===== config.mk =====
export PLATFORM = sky130hd
export DESIGN_NAME = console_buffer
export DESIGN_NICKNAME = d
export VERILOG_FILES = /design/src/sim_mem_pkg.sv /design/src/console_buffer.sv
export SDC_FILE = /design/constraint.sdc
export NUM_CORES = 1
export LEC_CHECK = 0
export BUFFER_PORTS_ARGS = -buffer_cell sky130_fd_sc_hd__buf_2
export CORE_MARGIN = 4
export CORE_UTILIZATION = 53
export CTS_BUF_LIST = sky130_fd_sc_hd__clkbuf_4
export DETAILED_ROUTE_END_ITERATION = 12
export GPL_TIMING_DRIVEN = 0
export PLACE_DENSITY = 0.87
export SLEW_MARGIN = 20
export SYNTH_ARGS = -nofsm -noshare
export SYNTH_HDL_FRONTEND = slang
export SYNTH_SLANG_ARGS = --single-unit
export TNS_END_PERCENT = 100

===== constraint.sdc =====
create_clock -name clk -period 1.6 [get_ports clk]
set_input_delay 0.08 -clock clk [delete_from_list [all_inputs] [get_ports clk]]
set_output_delay 0.08 -clock clk [all_outputs]
set_load 0.005 [all_outputs]

===== src/sim_mem_pkg.sv =====
package sim_mem_pkg;

  // AXI port widths.
  localparam int unsigned addr_w = 32;
  localparam int unsigned data_w = 32;
  localparam int unsigned strb_w = data_w / 8;

  // RAM size; only the low address bits above the byte offset index a word.
  localparam int unsigned mem_kb    = 4;
  localparam int unsigned mem_words = (mem_kb * 1024) / strb_w;
  localparam int unsigned ram_aw    = $clog2(mem_words);

  // memory-mapped registers claimed by the intercept.
  localparam logic [addr_w-1:0] csr_addr     = 32'hA001_FC00;
  localparam logic [addr_w-1:0] console_addr = 32'hA001_F800;

  localparam logic [1:0] resp_okay = 2'b00;

  localparam int unsigned console_depth = 4;

endpackage

===== src/console_buffer.sv =====
module console_buffer (
  input  logic       clk,
  input  logic       rst,
  input  logic       push,
  input  logic [7:0] push_data,
  output logic       full,
  output logic       console_valid,
  output logic [7:0] console_data,
  input  logic       console_ready
);

  logic [7:0] fifo [sim_mem_pkg::console_depth];

  logic [$clog2(sim_mem_pkg::console_depth)-1:0] wr_ptr_q;
  logic [$clog2(sim_mem_pkg::console_depth)-1:0] rd_ptr_q;
  logic [$clog2(sim_mem_pkg::console_depth):0]   count_q;

  logic pop;
  logic do_push;

  assign full          = count_q == sim_mem_pkg::console_depth;
  assign console_valid = count_q != 0;
  assign console_data  = fifo[rd_ptr_q];

  // a full buffer still takes a byte when one leaves on the same edge.
  assign pop     = console_valid && console_ready;
  assign do_push = push && (!full || pop);

  always_ff @(posedge clk) begin
    if (!rst) begin
      wr_ptr_q <= '0;
      rd_ptr_q <= '0;
      count_q  <= '0;
    end else begin
      if (do_push) begin
        wr_ptr_q <= (wr_ptr_q == sim_mem_pkg::console_depth - 1) ? '0 : wr_ptr_q + 1'b1;
      end
      if (pop) begin
        rd_ptr_q <= (rd_ptr_q == sim_mem_pkg::console_depth - 1) ? '0 : rd_ptr_q + 1'b1;
      end
      case ({do_push, pop})
        2'b10:   count_q <= count_q + 1'b1;
        2'b01:   count_q <= count_q - 1'b1;
        default: count_q <= count_q;
      endcase
    end
  end

  always_ff @(posedge clk) begin
    if (do_push) begin
      fifo[wr_ptr_q] <= push_data;
    end
  end

endmodule


Yosys cells after proc, flatten, opt, wreduce, memory -nomap -nowiden
Memories as Yosys holds them, arrays and structs flattened. A register that Yosys moved wholly into a read port is not among the register bits.
Index checks and enable logic that the tools add are counted.
{"block": "classes", "n_mux": 7, "n_reduce_logical": 6, "addsub": 4, "eq_ne": 5}
{"operator": "2-to-1 mux 2 bit", "count": 4}
{"operator": "== test 2 bit (second input constant)", "count": 3}
{"operator": "case mux 3 bit (2 select lines)", "count": 1}
{"operator": "adder 2 x 1 -> 2 bit (second input constant)", "count": 2}
{"operator": "adder 3 x 1 -> 3 bit (second input constant)", "count": 1}
{"operator": "== test 3 bit (second input constant)", "count": 1}
{"operator": "nonzero test 3 bit", "count": 1}
{"operator": "subtractor 3 x 1 -> 3 bit (second input constant)", "count": 1}
{"operator": "== test 2 x 1 -> 1 bit (second input constant)", "count": 1}
{"operator": "logical AND 1 bit", "count": 2}
{"operator": "2-to-1 mux 1 bit", "count": 2}
{"operator": "nonzero test 2 bit", "count": 1}
{"operator": "zero test 1 bit", "count": 1}
{"operator": "logical OR 1 bit", "count": 1}
{"block": "totals", "regBits": 7, "inputBits": 12, "output_inout_bits": 10, "elab_cells": 26, "mem_bits_rw": 32, "n_memories": 1}
{"name": "fifo", "depth": 4, "width": 8, "rd": 1, "rd_clocked_by_memory_dff": 1, "wr": 1, "line": "console_buffer.sv:12", "source": "logic [7:0] fifo [sim_mem_pkg::console_depth];"}

Depth between registers and ports, before layout
{"block": "depth", "ltp_word": 6, "mapped_depth": 8, "depth_no_buf": 7}

Worst setup path after synthesis
No wires, ideal clock.
{"block": "synth_path", "path_type": "register -> register", "from": "register count_q[1] in the netlist's numbering", "to": "register count_q[2] in the netlist's numbering", "n_path_buf": 0, "path_stages_with_launch": 7, "required_time_ns": 1.526, "slack_ns": -0.086, "arrival_ns": 1.612, "period_less_slack_ns": 1.686, "setup_time_ns": 0.074, "cell_sequence": "dfxtp_1 > o31ai_1 > or2_2 > fa_1 > nand2_1 > or3_1 > a31oi_1"}
{"block": "synth_via", "elab_chain_cells": 6, "word_cells_on_any_way": 12, "classes_between": "add/sub (2); eq/ne (3); mux (1); reduce/logical (6)"}
{"element": "start: declaration", "line": "console_buffer.sv:16", "source": "logic [$clog2(sim_mem_pkg::console_depth):0] count_q;"}
{"element": "start signal: assignment", "line": "console_buffer.sv:42", "source": "2'b10: count_q <= count_q + 1'b1;"}
{"element": "start signal: assignment", "line": "console_buffer.sv:43", "source": "2'b01: count_q <= count_q - 1'b1;"}
{"element": "start signal: assignment", "line": "console_buffer.sv:44", "source": "default: count_q <= count_q;"}
{"element": "== test 3 bit / nonzero test 3 bit (equally long branches)", "line": "console_buffer.sv:21, console_buffer.sv:22"}
{"element": "zero test 1 bit / logical AND 1 bit (equally long branches)", "line": "console_buffer.sv:27, console_buffer.sv:26"}
{"element": "logical OR 1 bit", "line": "console_buffer.sv:27", "source": "assign do_push = push && (!full || pop);"}
{"element": "logical AND 1 bit", "line": "console_buffer.sv:27"}
{"element": "== test 2 x 1 -> 1 bit / == test 2 bit (equally long branches)", "line": "console_buffer.sv:41", "source": "case ({do_push, pop})"}
{"element": "case mux 3 bit (2 select lines) / nonzero test 2 bit (equally long branches)"}
Parallel ways exist; a longest one is shown, timed or not.
A chain may end at the register's enable or synchronous reset.

Final worst setup path
Same ends and word-level chain as after synthesis.

==> key figures <==
Worst setup path
  • R2r setup slk: 5 ps
  • Slowest cell on the critical path: dfxtp_4
  • Critical path class: reg2reg
  • Startpoint types: register
  • CP Cell Sequence: o31ai_4, or2_4, fa_2, nor2b_2, nand2b_1, nand3_1, a31oi_1
  • WP data required: 1830 ps
  • Reg2Reg Capture Point: count_q[2]
  • Worst Setup End Kind: register
  • Critical path arrival: ~1800 ps
  • Reg-to-reg startpoint: count_q[1]
  • CP max stage delay: 400 ps
  • Reg2reg path depth: 7
  • Crit-path max FO: 4

Cells and area
  • Diodes inserted: 0
  • Layout cell share with drive strength beyond 1: about two fifths
  • Sequential Area: 1154 µm²
  • FILL cells: 235
  • Multi-input gate area: 546.8 µm²
  • Fin nets: 166
  • Syn-to-layout area delta: 24.32%

Routing
  • Final wirelength: 3.031 mm
  • Routed vias: 1024
  • DRT Pass-1 Iters: 5
  • Routed Antenna Nets: 0
  • DR iter-0 viols: 47
  • Wire per inst: ~16 µm
  • Vias per cell: between 5 and 6
  • DRC violations left: 0

Min path
  • Hold Path Class: in2reg
  • HP Start: rst
  • Hold path cells: 3
  • WHS Endpoint: count_q[0]

GRT
  • Total gr overflow: 0
  • First-pass GRT wire length: 5.119 mm
  • Initial antenna violation count: 0
  • Vias in the first global route: approximately 1100
  • Global router's overall resource usage: 16.91%
  • Largest net degree at the start of global routing: 13

Clock tree
  • CTS buffer count: 5
  • Clk sinks: 41
  • Clock-pin slew on the worst setup and hold paths: 110 ps
  • Root Buffer: clkbuf_4
  • Clock latency on the worst-skew pair: ~340 ps
  • Clk buf depth: 2
  • CTS tree: built
  • H-tree Lvls: 2

STA
  • FMAX: 626.9 MHz
  • Slew at the pin closest to its max-slew limit: 418.6 ps
  • Clock skew: a little over 6 ps
  • Pins Over Slew Limit: 0
  • Post-route minimum period: 1595 ps
  • Fin. Hold Viols: 0
  • Tcrit/Tclk final: 99.70%
  • TNS Setup: 0 ps
  • RSZ-0062 raised after global routing: yes
  • Max_slew headroom: about 70%
  • Final setup violation count: 0

Run status
  • Status: complete, no violations

Placed design
  • Post-DP HPWL: between 2 and 2.5 mm
  • Final RePlAce weighted congestion: between 0.7 and 0.8
  • Input/output buffers: 19

Synthesis
  • Most numerous cell in the Yosys netlist: edfxtp_1
  • Yosys top cell by area: edfxtp_1
  • Synth warnings: 0
  • Netlist Area Pre-Place: 1703 µm²
  • EDFF count, synth: 32
  • Yosys reg bits: 41
  • Ys async rst share: 0%
  • Syn Inst Count: 108
  • Synth top area cells: edfxtp_1 56%, dfxtp_1 11%, mux4_2 11%
  • Top cells by count, synth: 32 x edfxtp_1, 9 x dfxtp_1, 8 x mux4_2
  • Syn_nets: 126
  • Mean post-synth cell area: between 15 and 20 µm²
  • Most used DFF post-synth: edfxtp_1
  • Distinct cells, synth: 30
  • Top-area cell type share of the netlist area: between 50% and 60%
  • Sequential element share of the synthesized area: 67.01%

Pwr
  • Power density cells: 1084 nW/µm²
  • P_leak: 0.7773 nW
  • Worst vdd ir: 0.0006621 V
  • Pwr Total: 2.295 mW

Floorplanning
  • Starting density of the core: 55.78%
  • Die area: 4184 µm²
  • Core footprint: 3053 µm²
  • Row cnt: 20
  • Die width: between 60 and 70 µm
  • Die Y: 64.69 µm
  • Ports: 22

Job
  • Max-cap violation count: 0
[final cells by class]
class / instances / share of cell area (%)
Clock buffer: 6 / 2.128
Inverter: 6 / 1.064
Timing Repair Buffer: 34 / 10.76
Clock inverter: 2 / 1.596
Sequential cell: 41 / 54.49
Multi-Input combinational cell: 57 / 25.83
Buffer: 3 / 1.537
Tap cell: 44 / 2.600
[placed cells by master, fill, tap and decap left out, drive strengths merged, types with 2 or more instances in the layout]
master | synthesis | layout
dlygate4sd3 | 0 | 8
or3 | 3 | 3
xnor2 | 2 | 2
edfxtp | 32 | 32
inv | 6 | 6
clkbuf | 0 | 6
ha | 5 | 5
nand3 | 2 | 2
dfxtp | 9 | 9
mux4 | 8 | 8
a21oi | 5 | 5
and2 | 4 | 4
nor2 | 4 | 4
nand2 | 6 | 6
o21ai | 3 | 3
or2 | 2 | 2
nor2b | 2 | 2
buf | 4 | 29
[worst max-delay path: cells and delay by family, from the launching register on]
kind	cells	cell delay, ps
adder cells (fa/ha/maj)	1	380
flip-flops	1	400
AO/OA/AOI/OAI	2	160
AND/OR/NAND/NOR	4	550
[layer usage]
metal | part of all wire [%] | track usage (%)
met1 | 38 | 17.74
met2 | 55 | 31.70
met3 | 5.0 | 3.813
met4 | 1.7 | 7.916
met5 | 0 | 0
[worst max path at each step]
stage	from	endpoint	slack (ps)	cells after the start
6_report	count_q[1]	count_q[2]	5	7
5_1_grt	count_q[1]	count_q[2]	-60	6
4_1_cts	register	console_data[0]	-3	3
3_5_place_dp	count_q[1]	count_q[2]	-120	6
3_3_place_gp	count_q[1]	count_q[2]	-70	6
2_1_floorplan	count_q[1]	count_q[2]	20	6
[flip-flops by register name (all words and copies together) (netlist names), named ones only]
name / count
count_q: 3
fifo: 32
rd_ptr_q: 2
wr_ptr_q: 2
[stage by stage]
step / std cells / util (%) / worst slack (ps) / hold slack [ps] / area [µm²]
2_1_floorplan: 108 / - / 23.21 / 178.9 / 1712
3_3_place_gp: 171 / 60.98 / -68.80 / 289.2 / 1862
3_5_place_dp: 171 / 60.98 / -116.9 / 298.0 / 1862
4_1_cts: 193 / 68.93 / -2.932 / 90.09 / 2105
5_1_grt: 193 / 69.34 / -58.83 / 100.2 / 2117
6_report: 193 / 69.34 / 4.816 / 107.9 / 2117
[report_power, final]
part,switching (mW),leakage [nW],total (mW),internal [mW]
clock network,0.302,0.0433,0.645,0.342
logic,0.175,0.364,0.395,0.220
registers,0.0418,0.370,1.26,1.21
[what timing repair did]
item | 4_1_cts | 5_1_grt
hold buffers | 8 | 0
hold endpoints to repair | 32 | 0
setup endpoints to repair | 42 | 10
gates resized for setup | 13 | 5
gates cloned | 0 | 0
buffers inserted | 7 | 0
pin swaps | 1 | 4
[cells by family (layout without fill, tap and decap cells)]
| logic type | Yosys count | in the layout | synth area share (%) |
|---|---|---|---|
| DFF | 41 | 41 | 67.01 |
| and+or+nand+nor | 26 | 26 | 8.155 |
| AOI/OAI and AO/OA | 14 | 14 | 5.218 |
| buffers and inverters | 10 | 51 | 2.572 |
| muxes | 9 | 9 | 11.17 |
| adders and majority gates | 6 | 6 | 4.849 |
| xor gates and xnor gates | 2 | 2 | 1.029 |
(Power assumes the default switching activity.)
