--- src/sim_mem_pkg.sv ---
package sim_mem_pkg;

  // AXI port widths.
  localparam int unsigned addr_w = 32;
  localparam int unsigned data_w = 32;
  localparam int unsigned strb_w = data_w / 8;

  // RAM size; only the low address bits above the byte offset index a word.
  localparam int unsigned mem_kb    = 4;
  localparam int unsigned mem_words = (mem_kb * 1024) / strb_w;
  localparam int unsigned ram_aw    = $clog2(mem_words);

  // memory-mapped registers claimed by the intercept.
  localparam logic [addr_w-1:0] csr_addr     = 32'hA001_FC00;
  localparam logic [addr_w-1:0] console_addr = 32'hA001_F800;

  localparam logic [1:0] resp_okay = 2'b00;

  localparam int unsigned console_depth = 4;

endpackage
--- src/mmio_intercept.sv ---
module mmio_intercept (
  input  logic                            clk,
  input  logic                            rst,

  input  logic [sim_mem_pkg::addr_w-1:0]  awaddr,
  input  logic                            awvalid,
  output logic                            awready,
  input  logic [sim_mem_pkg::data_w-1:0]  wdata,
  input  logic [sim_mem_pkg::strb_w-1:0]  wstrb,
  input  logic                            wvalid,
  output logic                            wready,
  output logic [1:0]                      bresp,
  output logic                            bvalid,
  input  logic                            bready,
  input  logic [sim_mem_pkg::addr_w-1:0]  araddr,
  input  logic                            arvalid,
  output logic                            arready,
  output logic [sim_mem_pkg::data_w-1:0]  rdata,
  output logic [1:0]                      rresp,
  output logic                            rvalid,
  input  logic                            rready,

  output logic [sim_mem_pkg::addr_w-1:0]  ram_awaddr,
  output logic                            ram_awvalid,
  input  logic                            ram_awready,
  output logic [sim_mem_pkg::data_w-1:0]  ram_wdata,
  output logic [sim_mem_pkg::strb_w-1:0]  ram_wstrb,
  output logic                            ram_wvalid,
  input  logic                            ram_wready,
  input  logic [1:0]                      ram_bresp,
  input  logic                            ram_bvalid,
  output logic                            ram_bready,
  output logic [sim_mem_pkg::addr_w-1:0]  ram_araddr,
  output logic                            ram_arvalid,
  input  logic                            ram_arready,
  input  logic [sim_mem_pkg::data_w-1:0]  ram_rdata,
  input  logic [1:0]                      ram_rresp,
  input  logic                            ram_rvalid,
  output logic                            ram_rready,

  output logic                            push,
  output logic [7:0]                      push_data,
  input  logic                            full,

  output logic [7:0]                      csr
);

  logic aw_csr_hit;
  logic aw_con_hit;
  logic aw_ram_hit;
  logic ar_csr_hit;
  logic ar_con_hit;
  logic ar_ram_hit;

  logic awready_q;
  logic wr_busy_q;
  logic wr_csr_q;
  logic wr_con_q;
  logic wr_ram_q;
  logic loc_bvalid_q;
  logic [7:0] csr_q;

  logic arready_q;
  logic rd_busy_q;
  logic rd_ram_q;
  logic loc_rvalid_q;
  logic [sim_mem_pkg::data_w-1:0] loc_rdata_q;

  logic aw_fire;
  logic w_fire;
  logic b_fire;
  logic ar_fire;
  logic r_fire;
  logic wr_busy_d;
  logic rd_busy_d;

  assign aw_csr_hit = awaddr == sim_mem_pkg::csr_addr;
  assign aw_con_hit = awaddr == sim_mem_pkg::console_addr;
  assign aw_ram_hit = !aw_csr_hit && !aw_con_hit;
  assign ar_csr_hit = araddr == sim_mem_pkg::csr_addr;
  assign ar_con_hit = araddr == sim_mem_pkg::console_addr;
  assign ar_ram_hit = !ar_csr_hit && !ar_con_hit;

  // write address: RAM accesses pass straight through while no write is pending.
  assign ram_awaddr  = awaddr;
  assign ram_awvalid = awvalid && awready_q && aw_ram_hit;
  assign awready     = awready_q && (ram_awready || !aw_ram_hit);
  assign aw_fire     = awvalid && awready;

  assign ram_wdata  = wdata;
  assign ram_wstrb  = wstrb;
  assign ram_wvalid = wvalid && wr_busy_q && wr_ram_q;

  // a console write stalls here until the buffer has room.
  always_comb begin
    if (!wr_busy_q) begin
      wready = 1'b0;
    end else if (wr_ram_q) begin
      wready = ram_wready;
    end else if (wr_con_q) begin
      wready = !loc_bvalid_q && !full;
    end else begin
      wready = !loc_bvalid_q;
    end
  end

  assign w_fire    = wvalid && wready;
  assign push      = w_fire && wr_con_q;
  assign push_data = wdata[7:0];

  assign bvalid     = wr_busy_q && (wr_ram_q ? ram_bvalid : loc_bvalid_q);
  assign bresp      = wr_ram_q ? ram_bresp : sim_mem_pkg::resp_okay;
  assign ram_bready = bready && wr_busy_q && wr_ram_q;
  assign b_fire     = bvalid && bready;

  assign wr_busy_d = aw_fire || (wr_busy_q && !b_fire);

  always_ff @(posedge clk) begin
    if (!rst) begin
      awready_q    <= 1'b0;
      wr_busy_q    <= 1'b0;
      wr_csr_q     <= 1'b0;
      wr_con_q     <= 1'b0;
      wr_ram_q     <= 1'b0;
      loc_bvalid_q <= 1'b0;
      csr_q        <= 8'h00;
    end else begin
      awready_q <= !wr_busy_d;
      wr_busy_q <= wr_busy_d;
      if (aw_fire) begin
        wr_csr_q <= aw_csr_hit;
        wr_con_q <= aw_con_hit;
        wr_ram_q <= aw_ram_hit;
      end
      if (w_fire && !wr_ram_q) begin
        loc_bvalid_q <= 1'b1;
      end else if (b_fire) begin
        loc_bvalid_q <= 1'b0;
      end
      if (w_fire && wr_csr_q) begin
        csr_q <= wdata[7:0];
      end
    end
  end

  assign csr = csr_q;

  // read side mirrors the write side with a single target flag.
  assign ram_araddr  = araddr;
  assign ram_arvalid = arvalid && arready_q && ar_ram_hit;
  assign arready     = arready_q && (ram_arready || !ar_ram_hit);
  assign ar_fire     = arvalid && arready;

  assign rvalid     = rd_busy_q && (rd_ram_q ? ram_rvalid : loc_rvalid_q);
  assign rdata      = rd_ram_q ? ram_rdata : loc_rdata_q;
  assign rresp      = rd_ram_q ? ram_rresp : sim_mem_pkg::resp_okay;
  assign ram_rready = rready && rd_busy_q && rd_ram_q;
  assign r_fire     = rvalid && rready;

  assign rd_busy_d = ar_fire || (rd_busy_q && !r_fire);

  always_ff @(posedge clk) begin
    if (!rst) begin
      arready_q    <= 1'b0;
      rd_busy_q    <= 1'b0;
      rd_ram_q     <= 1'b0;
      loc_rvalid_q <= 1'b0;
    end else begin
      arready_q <= !rd_busy_d;
      rd_busy_q <= rd_busy_d;
      if (ar_fire) begin
        rd_ram_q <= ar_ram_hit;
      end
      if (ar_fire && !ar_ram_hit) begin
        loc_rvalid_q <= 1'b1;
      end else if (r_fire) begin
        loc_rvalid_q <= 1'b0;
      end
    end
  end

  // the console port reads back as zero.
  always_ff @(posedge clk) begin
    if (ar_fire) begin
      loc_rdata_q <= ar_csr_hit ? {{(sim_mem_pkg::data_w-8){1'b0}}, csr_q} : '0;
    end
  end

endmodule

--- config.mk ---
export PLATFORM = sky130hd
export DESIGN_NAME = mmio_intercept
export DESIGN_NICKNAME = d
export VERILOG_FILES = /design/src/sim_mem_pkg.sv /design/src/mmio_intercept.sv
export SDC_FILE = /design/constraint.sdc
export NUM_CORES = 1
export LEC_CHECK = 0
export BUFFER_PORTS_ARGS = -buffer_cell sky130_fd_sc_hd__buf_4
export CORE_AREA = 5 5 118 120
export CTS_BUF_LIST = sky130_fd_sc_hd__clkbuf_8 sky130_fd_sc_hd__clkbuf_16
export DETAILED_ROUTE_END_ITERATION = 8
export DIE_AREA = 0 0 123 125
export GPL_TIMING_DRIVEN = 0
export PLACE_DENSITY = 0.55
export SYNTH_ARGS = -nofsm -noshare
export SYNTH_HDL_FRONTEND = slang
export SYNTH_SLANG_ARGS = --single-unit
export TNS_END_PERCENT = 30
--- constraint.sdc ---
create_clock -name clk -period 4.22 [get_ports clk]
set_input_delay 0.422 -clock clk [delete_from_list [all_inputs] [get_ports clk]]
set_output_delay 0.422 -clock clk [all_outputs]
set_load 0.01 [all_outputs]
Word-level counts from Yosys, hierarchy flattened
Index checks and enable logic that the tools add are counted.
{ "totals": {"out_inout_bits": 163, "regBits": 50, "input_bits": 149} }
{ "classes": {"n_eq_ne": 4, "muxes": 12, "reduce_logical": 47} }
{ "op_table": {"columns": ["cell", "count"], "rows": [
  ["32-bit equality test (second input constant)", 4],
  ["32-bit two-way mux", 1],
  ["1-bit logical AND", 28],
  ["1-bit zero test", 13],
  ["1-bit two-way mux", 9],
  ["1-bit logical OR", 4],
  ["2-bit two-way mux", 2],
  ["2-bit nonzero test", 2]
]} }

Depth between registers and ports, before layout
{ "depth": {"ltp_word": 9, "ltp_mapped": 5, "depth_no_buf": 4} }

Least setup slack after synthesis
No wires, ideal clock.
{ "synth_timing": {"path_kind": "input port to flip-flop", "start": "in araddr[17] (netlist bit)", "end": "reg loc_rdata_q[0] (netlist bit) (enable)", "arrival_ns": 1.576, "required_ns": 3.847, "path_stages": 4, "path_slack_ns": 2.271, "setup_time_ns": 0.373, "path_cell_list": "nor4b_1 -> nand4_1 -> o21bai_1 -> nor2b_1"} }
{ "synth_via": {"elab_chain_cells": 7} }
{ "synth_lines": {"columns": ["element", "line_no", "text"], "rows": [
  ["start, declared", "mmio_intercept.sv:15", "input logic [sim_mem_pkg::addr_w-1:0] araddr,"],
  ["32-bit equality test, on equally long branches", "mmio_intercept.sv:80, mmio_intercept.sv:81", null],
  ["1-bit zero test", "mmio_intercept.sv:82", "assign ar_ram_hit = !ar_csr_hit && !ar_con_hit;"],
  ["1-bit logical AND (*)", "mmio_intercept.sv:82", null],
  ["1-bit zero test (*)", "mmio_intercept.sv:151", "assign arready = arready_q && (ram_arready || !ar_ram_hit);"],
  ["1-bit logical OR (*)", "mmio_intercept.sv:151", null],
  ["1-bit logical AND (*)", "mmio_intercept.sv:151", null],
  ["1-bit logical AND (*)", "mmio_intercept.sv:152", "assign ar_fire = arvalid && arready;"],
  ["net ar_fire", "mmio_intercept.sv:72", "logic ar_fire;"],
  ["end signal, assigned", "mmio_intercept.sv:185", "loc_rdata_q <= ar_csr_hit ? {{(sim_mem_pkg::data_w-8){1'b0}}, csr_q} : '0;"],
  ["end, declared", "mmio_intercept.sv:67", "logic [sim_mem_pkg::data_w-1:0] loc_rdata_q;"]
]} }
The timed path passes the listed nets; every way through them passes the cells marked *.
A chain may end at the register's enable or synchronous reset.

Worst setup path after layout
{ "layout_timing": {"start": "in araddr[17] (netlist bit)", "end": "reg loc_rdata_q[4] (netlist bit) (enable)"} }
Same word-level chain as after synthesis.

==> out/results.ini <==
[status]
status=finished, final reports clean

[worst_setup_path]
path_cells=buf_4 -> nor4b_1 -> nand4_1 -> o21bai_1 -> nor2b_1
rrSetupSlack_ns=2.74
worst-setup-path-type=in -> reg
cp_max_fo=8
ff2ff_path_depth=4
slowest_delay_ns=0.61
cp-start-kind=input pin
crit_path_top_delay_cell=nor2b_1
rr_startpoint=wr_ram_q
cp_data_arrival_time_ns=2.04
cp.required_ns=4.11
setup.worst_path.end_class=flip-flop
rr_endpoint=csr[5]

[min_path]
holdPathEnd=arready_q
hold_depth=2
hold_class=in -> reg
min_from=arvalid

[final_layout]
final_cells=741
final_cell_mix=buf_4 (391), and2_1 (39), dfxtp_1 (18)
drive_gt1_share_pct=72.4
layout.nets=715
final_common_cell=buf_4
fillers=1363
regArea_um2=601
area_growth_pct=102
multi_input_comb_area_um2=948
diodes=0

[pwr]
p_seq_share_pct=29.6
combPwrFrac_pct=40.2
p_int_uw=687
cellLeakagePower_uw=0.00249
p_clk_share_pct=30.2
ir_drop_mv=0.125
power_uw=907
p_per_area_nw_per_um2=187
p_sw_uw=220
p_sw_share_pct=24.3

[yosys]
async_flop_share_pct=0
yosys.area_share.simple_pct=24.3
syn_area_um2=2390
syn_nets=427
yosys_most_used_dff=dfxtp_1
yosysWarningCount=0
ys_seq_area_share_pct=25.1
synthAdderAreaFrac_pct=0
synth-xor-area-share_pct=0
syn_area_per_cell_um2=8.61
ys_ff_latch=26
synth_compound_area_share_pct=6.90
synth_cells=278
synth-edff-count=8
synth_top_family_by_area=buffers and inverters
synthMuxAreaShare_pct=8.41
synth.distinct_cells=40

[clocking]
numCtsBuffers=3
ctsResizeCount=0
insertion_delay_ns=0.26
clk_pin_slew_ns=0.07
clockBufferDepth=2
ctsHtreeMaxLevel=1
cts_tree=done
clockRootBuffer=clkbuf_16
cts_sinks=26
postCtsSetupRepairBufs=0
holdBufCountCts=0

[die]
die_x_um=123
start_util_pct=18.6
num_rows=42
die_h_um=125
io_pins=312
coreArea_um2=12900
die_area_um2=15400

[sta]
finalSetupTns_ns=0
final-setup-viol-count=0
max_slew.worst_pin.slew_ns=0.694
hold_viol=0
relSlewSlack_pct=53.6
rsz0062_at_grt=no
slew_viol_final=0
skew_ns=0.00236
fmaxAchievable_ghz=0.466
setup_slack_ns=2.07
period_share_pct=50.9
whs_ns=0.367
min_period_ns=2.15

[grt]
grt_pass1_vias=2870
grt_max_degree=16
grt_usage_pct=11.7
gr-total-overflow=0
antenna_found_initial=0
grt_pass1_wl_mm=14.6

[routing]
vias=2838
drt-initial-drc-count=56
drc_errors=0
dr.pass1.iters=4
ant_nets=0
wire_per_inst_um=13.7
routed_wl_mm=10.1
viasPerCell=3.83

[place]
dp_hpwl_mm=9.18
dp_cells=737
dp_slack_ns=1.69
portBuffers=283
gp_congestion=0.816

[job]
maxCapViolations=0

[per-stage QoR]
stage | utilization (%) | instance area (um2)
6_report | 37.6 | 4840
5_1_grt | 37.6 | 4840
4_1_cts | 37.6 | 4840
3_5_place_dp | 36.8 | 4740
3_3_place_gp | 36.8 | 4740
2_1_floorplan | - | 2390
[how the worst max path moves through the flow]
stage | startpoint | end | slack [ns] | depth (start not counted)
2_1_floorplan | araddr[17] | loc_rdata_q[0] | 2.27 | 4
3_3_place_gp | araddr[17] | loc_rdata_q[2] | 1.72 | 5
3_5_place_dp | araddr[17] | loc_rdata_q[2] | 1.69 | 5
4_1_cts | araddr[17] | loc_rdata_q[2] | 1.97 | 5
5_1_grt | araddr[17] | loc_rdata_q[7] | 1.81 | 5
6_report | araddr[17] | loc_rdata_q[4] | 2.07 | 5
[power groups by stage]
| stage | Sequential (uW) | Clock, uW | Combinational, uW |
|---|---|---|---|
| after floorplan | 273 | 0 | 152 |
| after global placement | 274 | 0 | 367 |
| after detailed placement | 274 | 0 | 370 |
| after CTS | 269 | 284 | 372 |
| after global routing | 270 | 296 | 392 |
| final | 269 | 274 | 365 |
[flip-flops by register name (all words and copies together), names as in the netlist]
| signal | flops |
|---|---|
| arready_q | 1 |
| awready_q | 1 |
| csr | 8 |
| loc_bvalid_q | 1 |
| loc_rdata_q | 8 |
| loc_rvalid_q | 1 |
| rd_busy_q | 1 |
| rd_ram_q | 1 |
| wr_busy_q | 1 |
| wr_con_q | 1 |
| wr_csr_q | 1 |
| wr_ram_q | 1 |
[logic make-up (layout without fill, tap and decap cells)]
logic type,Yosys count,after routing
AO/OA/AOI/OAI,20,20
multiplexers,19,19
buffers and inverters,117,404
flip-flops,26,26
AND/OR/NAND/NOR,96,96
[metal layers]
layer | part of all wire, % | up-vias | global-route usage, %
met2 | 57 | 164 | 24.3
met3 | 12 | 6 | 2.98
met1 | 31 | 1255 | 11.1
met4 | 0.74 | 0 | 2.28
met5 | 0 | - | 0
li1 | - | 1413 | -
[layout make-up]
cell class                 instances  area share, %
clock buffer                       3           1.55
sequential                        26           12.4
tap                              176           4.55
clock inverter                     1          0.620
multi-input combinational        135           19.6
inverter                           4          0.310
timing repair buffer             283           43.9
buffer                           113           17.1
[synth_stat cells (3+ instances only)]
cell type  number  area share [%]
nand3_1         3            0.63
and4_1          3             1.1
nor2_1         16             2.5
mux2i_1        10             4.2
dfxtp_1        18              15
nand2_1         5            0.78
inv_1           4            0.63
and3_1          4             1.0
nand4_1         4             1.0
mux2_2          9             4.2
edfxtp_1        8              10
nor4_1          7             1.8
nor2b_1         3            0.78
and2_1         39              10
buf_4         108              34
clkbuf_1        4            0.63
[worst max-delay path: cells and delay by family]
| family | cells | cell delay, ns |
|---|---|---|
| AO/OA/AOI/OAI | 1 | 0.30 |
| buffers and inverters | 1 | 0.11 |
| AND/OR/NAND/NOR | 3 | 1.20 |
Power figures use the tool's default switching activity.
